$ cat config.mk
export PLATFORM = sky130hd
export DESIGN_NAME = router_stats_top
export DESIGN_NICKNAME = d
export VERILOG_FILES = /design/src/logic/router_port_pkg.sv /design/src/logic/router_regmap_pkg.sv /design/src/logic/router_stats_top.sv /design/src/logic/router_reg_host.sv /design/src/logic/egr_port_stats.sv /design/src/logic/ing_port_stats.sv
export VERILOG_INCLUDE_DIRS = /design/src /design/src/include
export SDC_FILE = /design/constraint.sdc
export NUM_CORES = 2
export LEC_CHECK = 0
export ABC_AREA = 1
export BUFFER_PORTS_ARGS = -buffer_cell sky130_fd_sc_hd__buf_2
export CAP_MARGIN = 20
export CORE_MARGIN = 2
export CORE_UTILIZATION = 55
export DETAILED_ROUTE_END_ITERATION = 12
export PLACE_DENSITY = 0.76
export SYNTH_ARGS = -nofsm -noshare
export SYNTH_HDL_FRONTEND = slang
export SYNTH_SLANG_ARGS = --single-unit
export TNS_END_PERCENT = 10
$ cat constraint.sdc
create_clock -name core_clk_ifc -period 5.7 [get_ports core_clk_ifc]
set_clock_uncertainty 0.1 [all_clocks]
set_input_delay 0.285 -clock core_clk_ifc [delete_from_list [all_inputs] [get_ports core_clk_ifc]]
set_output_delay 0.285 -clock core_clk_ifc [all_outputs]
set_load 0.1 [all_outputs]
$ cat src/include/router_stats_macros.svh
////////////////////
// Router statistics block constants
// Port counts, datapath widths and identity
////////////////////

`ifndef ROUTER_STATS_MACROS_SVH
`define ROUTER_STATS_MACROS_SVH

// Physical ports per direction
`define ROUTER_NUM_ING_PORTS 4
`define ROUTER_NUM_EGR_PORTS 4

// Counter and register bus widths
`define ROUTER_CNT_WIDTH 32
`define ROUTER_DATA_WIDTH 32
`define ROUTER_ADDR_WIDTH 8

// Identity word halves, version 1.0 sits in the upper half
`define ROUTER_MODULE_ID 16'd10
`define ROUTER_MODULE_VERSION 16'h0100

`endif
$ cat src/logic/router_port_pkg.sv
////////////////////
// Per-port masks and counter types
////////////////////

`default_nettype none

`include "router_stats_macros.svh"

package router_port_pkg;

    typedef logic [`ROUTER_NUM_ING_PORTS-1:0] ing_mask_t;
    typedef logic [`ROUTER_NUM_EGR_PORTS-1:0] egr_mask_t;
    typedef logic [`ROUTER_CNT_WIDTH-1:0]     cnt_t;

    // One counter per port, port 0 in the low word
    typedef cnt_t [`ROUTER_NUM_ING_PORTS-1:0] ing_cnt_arr_t;
    typedef cnt_t [`ROUTER_NUM_EGR_PORTS-1:0] egr_cnt_arr_t;

    // Next value of an event counter; a snapshot restarts the interval,
    // an edge in that same cycle lands in the new interval
    function automatic cnt_t event_cnt_next(input cnt_t cnt, input logic rise, input logic snap);
        cnt_t base;
        base = snap ? '0 : cnt;
        return rise ? base + 1'b1 : base;
    endfunction

endpackage

`default_nettype wire

$ cat src/logic/router_regmap_pkg.sv
////////////////////
// Router register map, bus word types and host FSM states
////////////////////

`default_nettype none

`include "router_stats_macros.svh"

package router_regmap_pkg;

    typedef logic [`ROUTER_ADDR_WIDTH-1:0] reg_addr_t;
    typedef logic [`ROUTER_DATA_WIDTH-1:0] reg_data_t;

    // Snapshot words per port
    localparam int ING_SNAPS_PER_PORT = 3;
    localparam int EGR_SNAPS_PER_PORT = 2;

    // Word addresses of the map
    typedef enum reg_addr_t {
        REG_ID            = 8'd0,
        REG_PARAMS        = 8'd1,
        REG_ING_EN_CON    = 8'd2,
        REG_EGR_EN_CON    = 8'd3,
        REG_ING_CNT_CON   = 8'd4,
        REG_EGR_CNT_CON   = 8'd5,
        REG_ING_SNAP_BASE = 8'd6,
        REG_EGR_SNAP_BASE = reg_addr_t'(6 + ING_SNAPS_PER_PORT * `ROUTER_NUM_ING_PORTS),
        REG_TOTAL         = reg_addr_t'(6 + ING_SNAPS_PER_PORT * `ROUTER_NUM_ING_PORTS
                                          + EGR_SNAPS_PER_PORT * `ROUTER_NUM_EGR_PORTS)
    } reg_addr_e;

    // Four-phase handshake FSM
    typedef enum logic [1:0] {
        IDLE,
        DECODE,
        RESPOND,
        RELEASE
    } host_state_e;

endpackage

`default_nettype wire

$ cat src/logic/router_stats_top.sv
////////////////////
// Router statistics and control register block
////////////////////

`timescale 1ns/1ps
`default_nettype none

module router_stats_top
    import router_regmap_pkg::*, router_port_pkg::*;
(
    input  logic         core_clk_ifc,
    input  logic         peripheral_sresetn_core,
    input  logic         host_req,
    input  logic         host_wr,
    input  reg_addr_t    host_addr,
    input  reg_data_t    host_wdata,
    output logic         host_ack,
    output reg_data_t    host_rdata,
    output logic         host_err,
    input  ing_cnt_arr_t ing_pkt_cnt,
    input  egr_cnt_arr_t egr_pkt_cnt,
    input  ing_mask_t    ing_fifo_ovf,
    input  ing_mask_t    ing_buf_ovf,
    input  egr_mask_t    egr_buf_drop,
    output ing_mask_t    ing_ports_enable,
    output egr_mask_t    egr_ports_enable
);

    // Counter control from the host
    ing_mask_t ing_sample_con;
    egr_mask_t egr_sample_con;

    // Snapshots back to the host
    ing_cnt_arr_t ing_snap_pkt;
    ing_cnt_arr_t ing_snap_fifo_ovf;
    ing_cnt_arr_t ing_snap_buf_ovf;
    egr_cnt_arr_t egr_snap_pkt;
    egr_cnt_arr_t egr_snap_drop;

    router_reg_host router_reg_host_i (
        .core_clk_ifc            ( core_clk_ifc            ),
        .peripheral_sresetn_core ( peripheral_sresetn_core ),
        .host_req                ( host_req                ),
        .host_wr                 ( host_wr                 ),
        .host_addr               ( host_addr               ),
        .host_wdata              ( host_wdata              ),
        .host_ack                ( host_ack                ),
        .host_rdata              ( host_rdata              ),
        .host_err                ( host_err                ),
        .ing_snap_pkt            ( ing_snap_pkt            ),
        .ing_snap_fifo_ovf       ( ing_snap_fifo_ovf       ),
        .ing_snap_buf_ovf        ( ing_snap_buf_ovf        ),
        .egr_snap_pkt            ( egr_snap_pkt            ),
        .egr_snap_drop           ( egr_snap_drop           ),
        .ing_sample_con          ( ing_sample_con          ),
        .egr_sample_con          ( egr_sample_con          ),
        .ing_ports_enable        ( ing_ports_enable        ),
        .egr_ports_enable        ( egr_ports_enable        )
    );

    ing_port_stats ing_port_stats_i (
        .core_clk_ifc            ( core_clk_ifc            ),
        .peripheral_sresetn_core ( peripheral_sresetn_core ),
        .ing_sample_con          ( ing_sample_con          ),
        .ing_pkt_cnt             ( ing_pkt_cnt             ),
        .ing_fifo_ovf            ( ing_fifo_ovf            ),
        .ing_buf_ovf             ( ing_buf_ovf             ),
        .ing_snap_pkt            ( ing_snap_pkt            ),
        .ing_snap_fifo_ovf       ( ing_snap_fifo_ovf       ),
        .ing_snap_buf_ovf        ( ing_snap_buf_ovf        )
    );

    egr_port_stats egr_port_stats_i (
        .core_clk_ifc            ( core_clk_ifc            ),
        .peripheral_sresetn_core ( peripheral_sresetn_core ),
        .egr_sample_con          ( egr_sample_con          ),
        .egr_pkt_cnt             ( egr_pkt_cnt             ),
        .egr_buf_drop            ( egr_buf_drop            ),
        .egr_snap_pkt            ( egr_snap_pkt            ),
        .egr_snap_drop           ( egr_snap_drop           )
    );

endmodule

`default_nettype wire

$ cat src/logic/router_reg_host.sv
////////////////////
// Register host for the router statistics block
// Req/ack handshake, control registers and read decode
////////////////////

`timescale 1ns/1ps
`default_nettype none

`include "router_stats_macros.svh"

module router_reg_host
    import router_regmap_pkg::*, router_port_pkg::*;
(
    input  logic         core_clk_ifc,
    input  logic         peripheral_sresetn_core,
    input  logic         host_req,
    input  logic         host_wr,
    input  reg_addr_t    host_addr,
    input  reg_data_t    host_wdata,
    output logic         host_ack,
    output reg_data_t    host_rdata,
    output logic         host_err,
    input  ing_cnt_arr_t ing_snap_pkt,
    input  ing_cnt_arr_t ing_snap_fifo_ovf,
    input  ing_cnt_arr_t ing_snap_buf_ovf,
    input  egr_cnt_arr_t egr_snap_pkt,
    input  egr_cnt_arr_t egr_snap_drop,
    output ing_mask_t    ing_sample_con,
    output egr_mask_t    egr_sample_con,
    output ing_mask_t    ing_ports_enable,
    output egr_mask_t    egr_ports_enable
);

    localparam reg_data_t ID_WORD = {`ROUTER_MODULE_VERSION, `ROUTER_MODULE_ID};
    localparam reg_data_t PARAMS_WORD = {16'h0000,
                                         8'(`ROUTER_NUM_EGR_PORTS),
                                         8'(`ROUTER_NUM_ING_PORTS)};

    host_state_e state;
    logic        req_q;
    reg_addr_t   addr_q;
    reg_data_t   rd_data;
    logic        rd_err;

    // Address is captured once per transaction
    always_ff @(posedge core_clk_ifc) begin
        if (state == IDLE && req_q) begin
            addr_q <= host_addr;
        end
    end

    ////////////////////
    // Read decode
    always_comb begin
        rd_data = '0;
        rd_err  = 1'b0;
        if (addr_q >= REG_TOTAL) begin
            rd_err = 1'b1;
        end else begin
            case (addr_q)
                REG_ID:          rd_data = ID_WORD;
                REG_PARAMS:      rd_data = PARAMS_WORD;
                REG_ING_EN_CON:  rd_data = reg_data_t'(ing_ports_enable);
                REG_EGR_EN_CON:  rd_data = reg_data_t'(egr_ports_enable);
                REG_ING_CNT_CON: rd_data = reg_data_t'(ing_sample_con);
                REG_EGR_CNT_CON: rd_data = reg_data_t'(egr_sample_con);
                default:         rd_data = '0;
            endcase
            // Snapshot words, packet count first in each port's group
            for (int p = 0; p < `ROUTER_NUM_ING_PORTS; p++) begin
                if (int'(addr_q) == REG_ING_SNAP_BASE + ING_SNAPS_PER_PORT * p) begin
                    rd_data = reg_data_t'(ing_snap_pkt[p]);
                end
                if (int'(addr_q) == REG_ING_SNAP_BASE + ING_SNAPS_PER_PORT * p + 1) begin
                    rd_data = reg_data_t'(ing_snap_fifo_ovf[p]);
                end
                if (int'(addr_q) == REG_ING_SNAP_BASE + ING_SNAPS_PER_PORT * p + 2) begin
                    rd_data = reg_data_t'(ing_snap_buf_ovf[p]);
                end
            end
            for (int p = 0; p < `ROUTER_NUM_EGR_PORTS; p++) begin
                if (int'(addr_q) == REG_EGR_SNAP_BASE + EGR_SNAPS_PER_PORT * p) begin
                    rd_data = reg_data_t'(egr_snap_pkt[p]);
                end
                if (int'(addr_q) == REG_EGR_SNAP_BASE + EGR_SNAPS_PER_PORT * p + 1) begin
                    rd_data = reg_data_t'(egr_snap_drop[p]);
                end
            end
        end
    end

    ////////////////////
    // Handshake FSM and control registers
    always_ff @(posedge core_clk_ifc) begin
        if (!peripheral_sresetn_core) begin
            state            <= IDLE;
            req_q            <= 1'b0;
            host_ack         <= 1'b0;
            host_err         <= 1'b0;
            host_rdata       <= '0;
            ing_ports_enable <= '1;
            egr_ports_enable <= '1;
            ing_sample_con   <= '0;
            egr_sample_con   <= '0;
        end else begin
            req_q <= host_req;
            case (state)
                IDLE: begin
                    if (req_q) begin
                        state <= DECODE;
                    end
                end
                DECODE: begin
                    host_rdata <= rd_data;
                    host_err   <= rd_err;
                    host_ack   <= 1'b1;
                    // Writes to read-only words fall through silently
                    if (host_wr && !rd_err) begin
                        case (addr_q)
                            REG_ING_EN_CON:
                                ing_ports_enable <= host_wdata[`ROUTER_NUM_ING_PORTS-1:0];
                            REG_EGR_EN_CON:
                                egr_ports_enable <= host_wdata[`ROUTER_NUM_EGR_PORTS-1:0];
                            REG_ING_CNT_CON:
                                ing_sample_con <= host_wdata[`ROUTER_NUM_ING_PORTS-1:0];
                            REG_EGR_CNT_CON:
                                egr_sample_con <= host_wdata[`ROUTER_NUM_EGR_PORTS-1:0];
                            default: begin
                            end
                        endcase
                    end
                    state <= RESPOND;
                end
                RESPOND: begin
                    // Hold the response until the host lets go
                    if (!req_q) begin
                        host_ack <= 1'b0;
                        host_err <= 1'b0;
                        state    <= RELEASE;
                    end
                end
                RELEASE: begin
                    state <= IDLE;
                end
                default: begin
                    state <= IDLE;
                end
            endcase
        end
    end

endmodule

`default_nettype wire

$ cat src/logic/egr_port_stats.sv
////////////////////
// Egress statistics
// Counts buffer-full drops, snapshots them per port
////////////////////

`timescale 1ns/1ps
`default_nettype none

`include "router_stats_macros.svh"

module egr_port_stats
    import router_port_pkg::*;
(
    input  logic         core_clk_ifc,
    input  logic         peripheral_sresetn_core,
    input  egr_mask_t    egr_sample_con,
    input  egr_cnt_arr_t egr_pkt_cnt,
    input  egr_mask_t    egr_buf_drop,
    output egr_cnt_arr_t egr_snap_pkt,
    output egr_cnt_arr_t egr_snap_drop
);

    egr_mask_t sample_d;
    egr_mask_t drop_d;

    egr_mask_t sample_rise;
    egr_mask_t drop_rise;

    // Drop events seen since the last snapshot
    egr_cnt_arr_t drop_cnt;

    assign sample_rise = egr_sample_con & ~sample_d;
    assign drop_rise   = egr_buf_drop & ~drop_d;

    always_ff @(posedge core_clk_ifc) begin
        if (!peripheral_sresetn_core) begin
            sample_d <= '0;
            drop_d   <= '0;
        end else begin
            sample_d <= egr_sample_con;
            drop_d   <= egr_buf_drop;
        end
    end

    ////////////////////
    // Counters and snapshots
    always_ff @(posedge core_clk_ifc) begin
        if (!peripheral_sresetn_core) begin
            drop_cnt      <= '0;
            egr_snap_pkt  <= '0;
            egr_snap_drop <= '0;
        end else begin
            for (int p = 0; p < `ROUTER_NUM_EGR_PORTS; p++) begin
                drop_cnt[p] <= event_cnt_next(drop_cnt[p], drop_rise[p], sample_rise[p]);
                if (sample_rise[p]) begin
                    egr_snap_pkt[p]  <= egr_pkt_cnt[p];
                    egr_snap_drop[p] <= drop_cnt[p];
                end
            end
        end
    end

endmodule

`default_nettype wire

$ cat src/logic/ing_port_stats.sv
////////////////////
// Ingress statistics
// Counts FIFO and buffer overflow events, snapshots them per port
////////////////////

`timescale 1ns/1ps
`default_nettype none

`include "router_stats_macros.svh"

module ing_port_stats
    import router_port_pkg::*;
(
    input  logic         core_clk_ifc,
    input  logic         peripheral_sresetn_core,
    input  ing_mask_t    ing_sample_con,
    input  ing_cnt_arr_t ing_pkt_cnt,
    input  ing_mask_t    ing_fifo_ovf,
    input  ing_mask_t    ing_buf_ovf,
    output ing_cnt_arr_t ing_snap_pkt,
    output ing_cnt_arr_t ing_snap_fifo_ovf,
    output ing_cnt_arr_t ing_snap_buf_ovf
);

    // Previous-cycle copies for edge detection
    ing_mask_t sample_d;
    ing_mask_t fifo_ovf_d;
    ing_mask_t buf_ovf_d;

    ing_mask_t sample_rise;
    ing_mask_t fifo_ovf_rise;
    ing_mask_t buf_ovf_rise;

    // Event counts of the running interval
    ing_cnt_arr_t fifo_ovf_cnt;
    ing_cnt_arr_t buf_ovf_cnt;

    assign sample_rise   = ing_sample_con & ~sample_d;
    assign fifo_ovf_rise = ing_fifo_ovf & ~fifo_ovf_d;
    assign buf_ovf_rise  = ing_buf_ovf & ~buf_ovf_d;

    always_ff @(posedge core_clk_ifc) begin
        if (!peripheral_sresetn_core) begin
            sample_d   <= '0;
            fifo_ovf_d <= '0;
            buf_ovf_d  <= '0;
        end else begin
            sample_d   <= ing_sample_con;
            fifo_ovf_d <= ing_fifo_ovf;
            buf_ovf_d  <= ing_buf_ovf;
        end
    end

    ////////////////////
    // Counters and snapshots
    always_ff @(posedge core_clk_ifc) begin
        if (!peripheral_sresetn_core) begin
            fifo_ovf_cnt      <= '0;
            buf_ovf_cnt       <= '0;
            ing_snap_pkt      <= '0;
            ing_snap_fifo_ovf <= '0;
            ing_snap_buf_ovf  <= '0;
        end else begin
            for (int p = 0; p < `ROUTER_NUM_ING_PORTS; p++) begin
                fifo_ovf_cnt[p] <= event_cnt_next(fifo_ovf_cnt[p], fifo_ovf_rise[p],
                                                  sample_rise[p]);
                buf_ovf_cnt[p]  <= event_cnt_next(buf_ovf_cnt[p], buf_ovf_rise[p],
                                                  sample_rise[p]);
                // Snapshot takes the counts from before this cycle's edges
                if (sample_rise[p]) begin
                    ing_snap_pkt[p]      <= ing_pkt_cnt[p];
                    ing_snap_fifo_ovf[p] <= fifo_ovf_cnt[p];
                    ing_snap_buf_ovf[p]  <= buf_ovf_cnt[p];
                end
            end
        end
    end

endmodule

`default_nettype wire

# Yosys cells after proc, flatten, opt, wreduce, memory -nomap -nowiden
# Cells that the tools add are included.
# op_classes
n_addsub,12
n_lt_le_gt_ge,1
n_eq_ne,30
muxes,53
bitwise,10
n_reduce_logical,12
# op_table
cell,count
2-to-1 mux 32 bit,45
"adder 32 x 1 -> 32 bit, second input constant",12
one-hot mux 25 bit (6 select lines),1
"== test 8 x 5 -> 1 bit, second input constant",10
"== test 8 x 4 -> 1 bit, second input constant",8
"== test 8 x 3 -> 1 bit, second input constant",4
AND 4 bit,5
inverter 4 bit,5
"== test 8 x 2 -> 1 bit, second input constant",2
AND reduction 3 bit,4
"== test 8 x 1 -> 1 bit, second input constant",1
">= comparator 8 x 5 -> 1 bit, second input constant",1
zero test 8 bit,1
one-hot mux 2 bit (4 select lines),1
"== test 2 bit, second input constant",2
2-to-1 mux 2 bit,2
one-hot mux 1 bit (2 select lines),2
AND reduction 2 bit,2
"== test 2 x 1 -> 1 bit, second input constant",1
logical AND 1 bit,2
zero test 2 bit,1
2-to-1 mux 1 bit,2
"!= test 2 x 1 -> 1 bit, second input constant",1
"!= test 2 bit, second input constant",1
2 further kinds,2
# totals
register_bits,1105
inputBits,312
output_inout_bits,42
wordCells,165

# Logic depth before layout (Yosys ltp)
# depth
ltp_word,23
depth_mapped,24
mapped_depth_nobuf,21

# By module
# From an unflattened synthesis, not the netlist that was laid out.
# hier_totals
cells_unflattened,7881
area_unflattened_um2,52085.0
# by_module_without_submodules
module,instances,cells_each,area_per_inst_um2,seq_area_each_um2
ing_port_stats,1,4096,28079.4,13052.5
egr_port_stats,1,2351,16607.2,7847.5
router_reg_host,1,1434,7398.3,1301.2

# Least setup slack after synthesis
# No wires, ideal clock.
# synth_timing
kind,register -> register
startpoint,reg router_reg_host_i.ing_sample_con[3]
endpoint,reg ing_port_stats_i.buf_ovf_cnt[126] (netlist name)
setup_time_ns,0.070
arrival_ns,2.901
required_ns,5.530
slack_ns,2.629
path_stages_with_launch,22
path_buffers,5
period_less_slack_ns,3.071
cell_sequence,dfxtp_1 -> inv_2 -> nor2_2 -> buf_2 -> buf_2 -> buf_2 -> buf_2 -> clkbuf_1 -> nor2_1 -> ha_1 -> inv_1 -> nor3_1 -> nand3_1 -> nor2_1 -> nand2_1 -> nor2_1 -> nand2_1 -> inv_1 -> nand2_1 -> nor2_1 -> o21ai_0 -> a21oi_1
# synth_between
elab_chain_cells,4
# synth_rtl
element,line,rtl
from (decl),router_reg_host.sv:28,"output ing_mask_t ing_sample_con,"
from (signal assigned),router_reg_host.sv:125,ing_sample_con <= host_wdata[`ROUTER_NUM_ING_PORTS-1:0];
AND 4 bit *,ing_port_stats.sv:38,assign sample_rise = ing_sample_con & ~sample_d;
2-to-1 mux 32 bit *,router_port_pkg.sv:23,base = snap ? '0 : cnt;
adder 32 x 1 -> 32 bit,router_port_pkg.sv:24,return rise ? base + 1'b1 : base;
2-to-1 mux 32 bit *,router_port_pkg.sv:24,
"to (signal, indexed assignment)",ing_port_stats.sv:67,"buf_ovf_cnt[p] <= event_cnt_next(buf_ovf_cnt[p], buf_ovf_rise[p],"
to (decl),ing_port_stats.sv:36,ing_cnt_arr_t buf_ovf_cnt;
# Mark *: on every way between the ends. The rest lies on a longest branch, timed or not.
# A chain may end at the register's enable or synchronous reset.

# Worst setup path after layout
# layout_timing
startpoint,reg router_reg_host_i.addr_q[3]
endpoint,reg router_reg_host_i.host_rdata[12]
# layout_between
elab_chain_cells,22
word_cells_on_any_way,42
classes_between,order compare: 1; eq/ne: 20; mux: 21
# layout_rtl
element,line,rtl
from (decl),router_reg_host.sv:41,reg_addr_t addr_q;
from (signal assigned),router_reg_host.sv:48,addr_q <= host_addr;
== test 8 x 3 -> 1 bit,router_reg_host.sv:71,if (int'(addr_q) == REG_ING_SNAP_BASE + ING_SNAPS_PER_PORT * p) begin
2-to-1 mux 32 bit,router_reg_host.sv:71,
2-to-1 mux 32 bit,router_reg_host.sv:74,if (int'(addr_q) == REG_ING_SNAP_BASE + ING_SNAPS_PER_PORT * p + 1) begin
2-to-1 mux 32 bit,router_reg_host.sv:77,if (int'(addr_q) == REG_ING_SNAP_BASE + ING_SNAPS_PER_PORT * p + 2) begin
2-to-1 mux 32 bit,router_reg_host.sv:71,
2-to-1 mux 32 bit,router_reg_host.sv:74,
2-to-1 mux 32 bit,router_reg_host.sv:77,
2-to-1 mux 32 bit,router_reg_host.sv:71,
[... 6 more ...],--,
2-to-1 mux 32 bit,router_reg_host.sv:85,if (int'(addr_q) == REG_EGR_SNAP_BASE + EGR_SNAPS_PER_PORT * p + 1) begin
2-to-1 mux 32 bit,router_reg_host.sv:82,if (int'(addr_q) == REG_EGR_SNAP_BASE + EGR_SNAPS_PER_PORT * p) begin
2-to-1 mux 32 bit,router_reg_host.sv:85,
2-to-1 mux 32 bit,router_reg_host.sv:82,
2-to-1 mux 32 bit,router_reg_host.sv:85,
2-to-1 mux 32 bit,router_reg_host.sv:82,
2-to-1 mux 32 bit,router_reg_host.sv:85,
2-to-1 mux 32 bit *,router_reg_host.sv:57,if (addr_q >= REG_TOTAL) begin
to (signal assigned),router_reg_host.sv:114,host_rdata <= rd_data;
to (decl),router_reg_host.sv:21,"output reg_data_t host_rdata,"
# Marks and branches as above.

==> results.sh <==
export IMPL_final_core_util=0.656
export IMPL_layout_drive_gt1_share=0.0887
export IMPL_synth_simple_area_share=0.240
export IMPL_power_per_cell_area_nw_per_um2=282
export IMPL_timing_critical_path_slowest_cell_delay_ns=0.44
export IMPL_synthAdderAreaFrac=0.00401
export IMPL_clk_transition_reported_paths_ns=0.06
export IMPL_grt_setup_unrepaired="false"
export IMPL_finalNetCount=8025
export IMPL_worst_path_buf_inv=2
export IMPL_worst_path_stages=16
export IMPL_slew_limit_headroom=0.203
export IMPL_placement_io_buffers=325
export IMPL_grt_overflow_total=0
export IMPL_worst_r2r_cell_count=16
export IMPL_row_count=110
export IMPL_postSynthCellCount=7285
export IMPL_max_clock_path_buffers=3
export IMPL_setup_viol_count_final=0
export IMPL_num_clock_sinks=1105
export IMPL_ys_dominant_reg_cell="dfxtp_1"
export IMPL_timing_final_crit_period_ns=4.23
export IMPL_via_count_of_the_first_global_routing_pass=46173
export IMPL_timing_final_ws_setup_ns=1.47
export IMPL_postRouteAntennaNets=0
export IMPL_fp_dieH_microns=305
export IMPL_remaining_drc_errors=0
export IMPL_r2r_start="router_reg_host_i.addr_q[3]$_DFFE_PP_"
export IMPL_design_core_area_sq_um=90000
export IMPL_timing_max_cap_violations=0
export IMPL_root_buffer="clkbuf_16"
export IMPL_antenna_found_initial=12
export IMPL_p_leak_nw=22.1
export IMPL_numCtsBuffers=113
export IMPL_r2r_end="router_reg_host_i.host_rdata[12]$_SDFFE_PN0P_"
export IMPL_dp_worst_setup_slack_ns=1.65
export IMPL_async_reset_ff_frac=0
export IMPL_synth_seq_cells=1105
export IMPL_synth_yosys_seq_area_share=0.444
export IMPL_synth_edff_count=8
export IMPL_tritoncts="yes"
export IMPL_setup_worst_path_start_class="flip-flop"
export IMPL_critical_path_top_delay_family="simple AND/OR/NAND/NOR gates"
export IMPL_period_share=0.743
export IMPL_data_required_time_of_the_critical_path_ns=6.14
export IMPL_grt_first_pass_wirelength_mm=259
export IMPL_layout_cells_most_common="nor2_1"
export IMPL_post_dp_hpwl_mm=116
export IMPL_critPathCapture="router_reg_host_i.host_rdata[12]$_SDFFE_PN0P_"
export IMPL_critical_path_peak_fanout=17
export IMPL_worst_ep_arrival_time_ns=4.67
export IMPL_vias=50727
export IMPL_die_w_microns=305
export IMPL_hold_viol=0
export IMPL_syn_nets=7613
export IMPL_synth_cell_type_count=52
export IMPL_timing_setup_critical_path_class="reg2reg"
export IMPL_worstHoldPathType="in2reg"
export IMPL_detail_route_wl_per_cell_microns=18.9
export IMPL_drt_iter0_drc=6617
export IMPL_max_freq_ghz=0.236
export IMPL_reg2reg_setup_slack_ns=1.47
export IMPL_finalWirelength_mm=170
export IMPL_post_synth_instance_area_sq_um=50000
export IMPL_post_cts_setup_buffer_count=0
export IMPL_transition_time_of_the_tightest_slew_check_pin_ns=1.20
export IMPL_design_power_total_mw=16.6
export IMPL_area_growth_syn_to_fin_pct=18.1
export IMPL_finalWeightedCongestion=0.976
export IMPL_total_grt_usage=0.351
export IMPL_setup_tns_ns=0
export IMPL_mostFrequentLayoutCells="nor2_1 (1,250), dfxtp_1 (1,097), inv_1 (1,037)"
export IMPL_floorplan_die_area_sq_um=93300
export IMPL_yosys_warnings=0
export IMPL_start_util=0.555
export IMPL_grt_start_max_net_pins=253
export IMPL_run_status="finished, final reports clean"
export IMPL_vias_per_inst=5.65
export IMPL_synth_top_family_by_area="simple AND/OR/NAND/NOR gates"
export IMPL_ir_drop_mv=0.222
export IMPL_slowest_stage="edfxtp_1"
export IMPL_firstDrtPassIters=7
export IMPL_crit_path_start="router_reg_host_i.addr_q[3]$_DFFE_PP_"
export IMPL_crit_path_end_kind="flip-flop"
export IMPL_num_io_pins=354
export IMPL_synth_xor_area_share=0.000526
export IMPL_synth_mux_area_fraction=0
export IMPL_synth_area_per_cell_sq_um=6.86
export IMPL_synth_compound_gate_area_share=0.202
export IMPL_final_report_max_slew_violation_count=0
export IMPL_hold_path_startpoint="ing_buf_ovf[3]"
export IMPL_worstPathCellList="nand2_1, inv_1, nand3_2, clkinv_1, nand2_1, o2111ai_1, nor2_1, nand3_1, o21ai_0, nand4_1, o21ai_0, nand4_1, nor2_1, nand4_1, nand2_1, a21oi_1"
export IMPL_clock_tree_htree_level_count=3
export IMPL_clkLatencyLatePin_ns=0.71
## cell type report
type / instances / area (sq um)
multi-input combinational: 4750 / 22400
inverter: 1064 / 4000
fill: 7826 / 31000
antenna: 6 / 15.0
clock buffer: 160 / 3270
clock inverter: 51 / 733
sequential: 1105 / 22200
tap: 1176 / 1470
timing repair buffer: 663 / 4950
## flip-flops by register name (all words and copies together), names as in the netlist, 8 cells and up
signal and cells:
egr_port_stats_i.drop_cnt 128, egr_port_stats_i.egr_snap_drop 128, egr_port_stats_i.egr_snap_pkt 128, ing_port_stats_i.buf_ovf_cnt 128
ing_port_stats_i.fifo_ovf_cnt 128, ing_port_stats_i.ing_snap_buf_ovf 128, ing_port_stats_i.ing_snap_fifo_ovf 128, ing_port_stats_i.ing_snap_pkt 128
router_reg_host_i.host_rdata 32, router_reg_host_i.addr_q 8
## cell usage after synthesis, drive strengths merged (3+ instances only)
cell type,count,area share
nor2,1289,0.099
dfxtp,1097,0.44
inv,1061,0.080
o21ai,959,0.096
a21oi,875,0.088
nand2,824,0.062
clkbuf,281,0.021
nor3,227,0.025
nand4,180,0.023
nand3,141,0.015
buf,85,0.0082
nor4,59,0.0090
o21a,55,0.0083
or2,28,0.0035
a211oi,16,0.0024
ha,16,0.0040
a31oi,13,0.0016
nor3b,12,0.0018
o211ai,10,0.0015
o22ai,10,0.0013
o2111ai,9,0.0016
edfxtp,8,0.0048
a221oi,5,0.00088
nand3b,5,0.00075
a22oi,3,0.00045
and3,3,0.00038
clkinv,3,0.00025
or3b,3,0.00053
or4,3,0.00045
## where the power goes
group / total, mW / leakage, nW / internal [mW] / switching (mW)
Combinational: 0.858 / 11.2 / 0.323 / 0.534
Sequential: 7.80 / 8.91 / 7.77 / 0.0232
Clock: 7.98 / 1.96 / 4.72 / 3.26
Total: 16.6 / 22.1 / 12.8 / 3.81
## tightest hold or removal path: cells and delay by family
kind,cells,cell delay (ns)
buffers and inverters,3,0.67
and+or+nand+nor,1,0.04
## cell families (layout without fill, tap and decap cells)
family	after synthesis	count (layout)
xor+xnor	3	3
simple gates	2775	2775
other cells	0	6
compound gates	1956	1956
flops	1105	1105
buf+inv	1430	1938
fa+ha+maj	16	16
## stage by stage
step | hold slack [ns] | cell area (sq um) | cells
floorplan | 0.278 | 50000 | 7285
global placement | 0.327 | 52100 | 8469
detailed placement | 0.333 | 52100 | 8469
CTS | 0.196 | 59000 | 8969
global route | 0.258 | 59000 | 8974
finish | 0.224 | 59000 | 8975
## metal layers
| metal | global-route usage | vias to the layer above | wire, microns |
|---|---|---|---|
| met5 | 0 | - | 33 |
| met4 | 0.174 | 6 | 8930 |
| met3 | 0.0580 | 458 | 16700 |
| met2 | 0.540 | 2584 | 74000 |
| met1 | 0.478 | 23165 | 70300 |
| li1 | - | 24514 | - |
## worst min path at each step
stage                                                      to  depth (start not counted)  slack [ns]
floorplan               egr_port_stats_i.drop_d[0]$_SDFF_PN0_                          2        0.28
global placement      egr_port_stats_i.sample_d[0]$_SDFF_PN0_                          2        0.33
detailed placement    egr_port_stats_i.sample_d[0]$_SDFF_PN0_                          2        0.33
CTS                 ing_port_stats_i.fifo_ovf_d[1]$_SDFF_PN0_                          4        0.20
global route         ing_port_stats_i.buf_ovf_d[3]$_SDFF_PN0_                          4        0.26
finish               ing_port_stats_i.buf_ovf_d[3]$_SDFF_PN0_                          4        0.22
## what timing repair did
item                      CTS  global route
resized for setup           0             0
hold buffers              289             0
hold endpoints to repair  333             0
No activity file was read; power rests on OpenSTA's default activity.
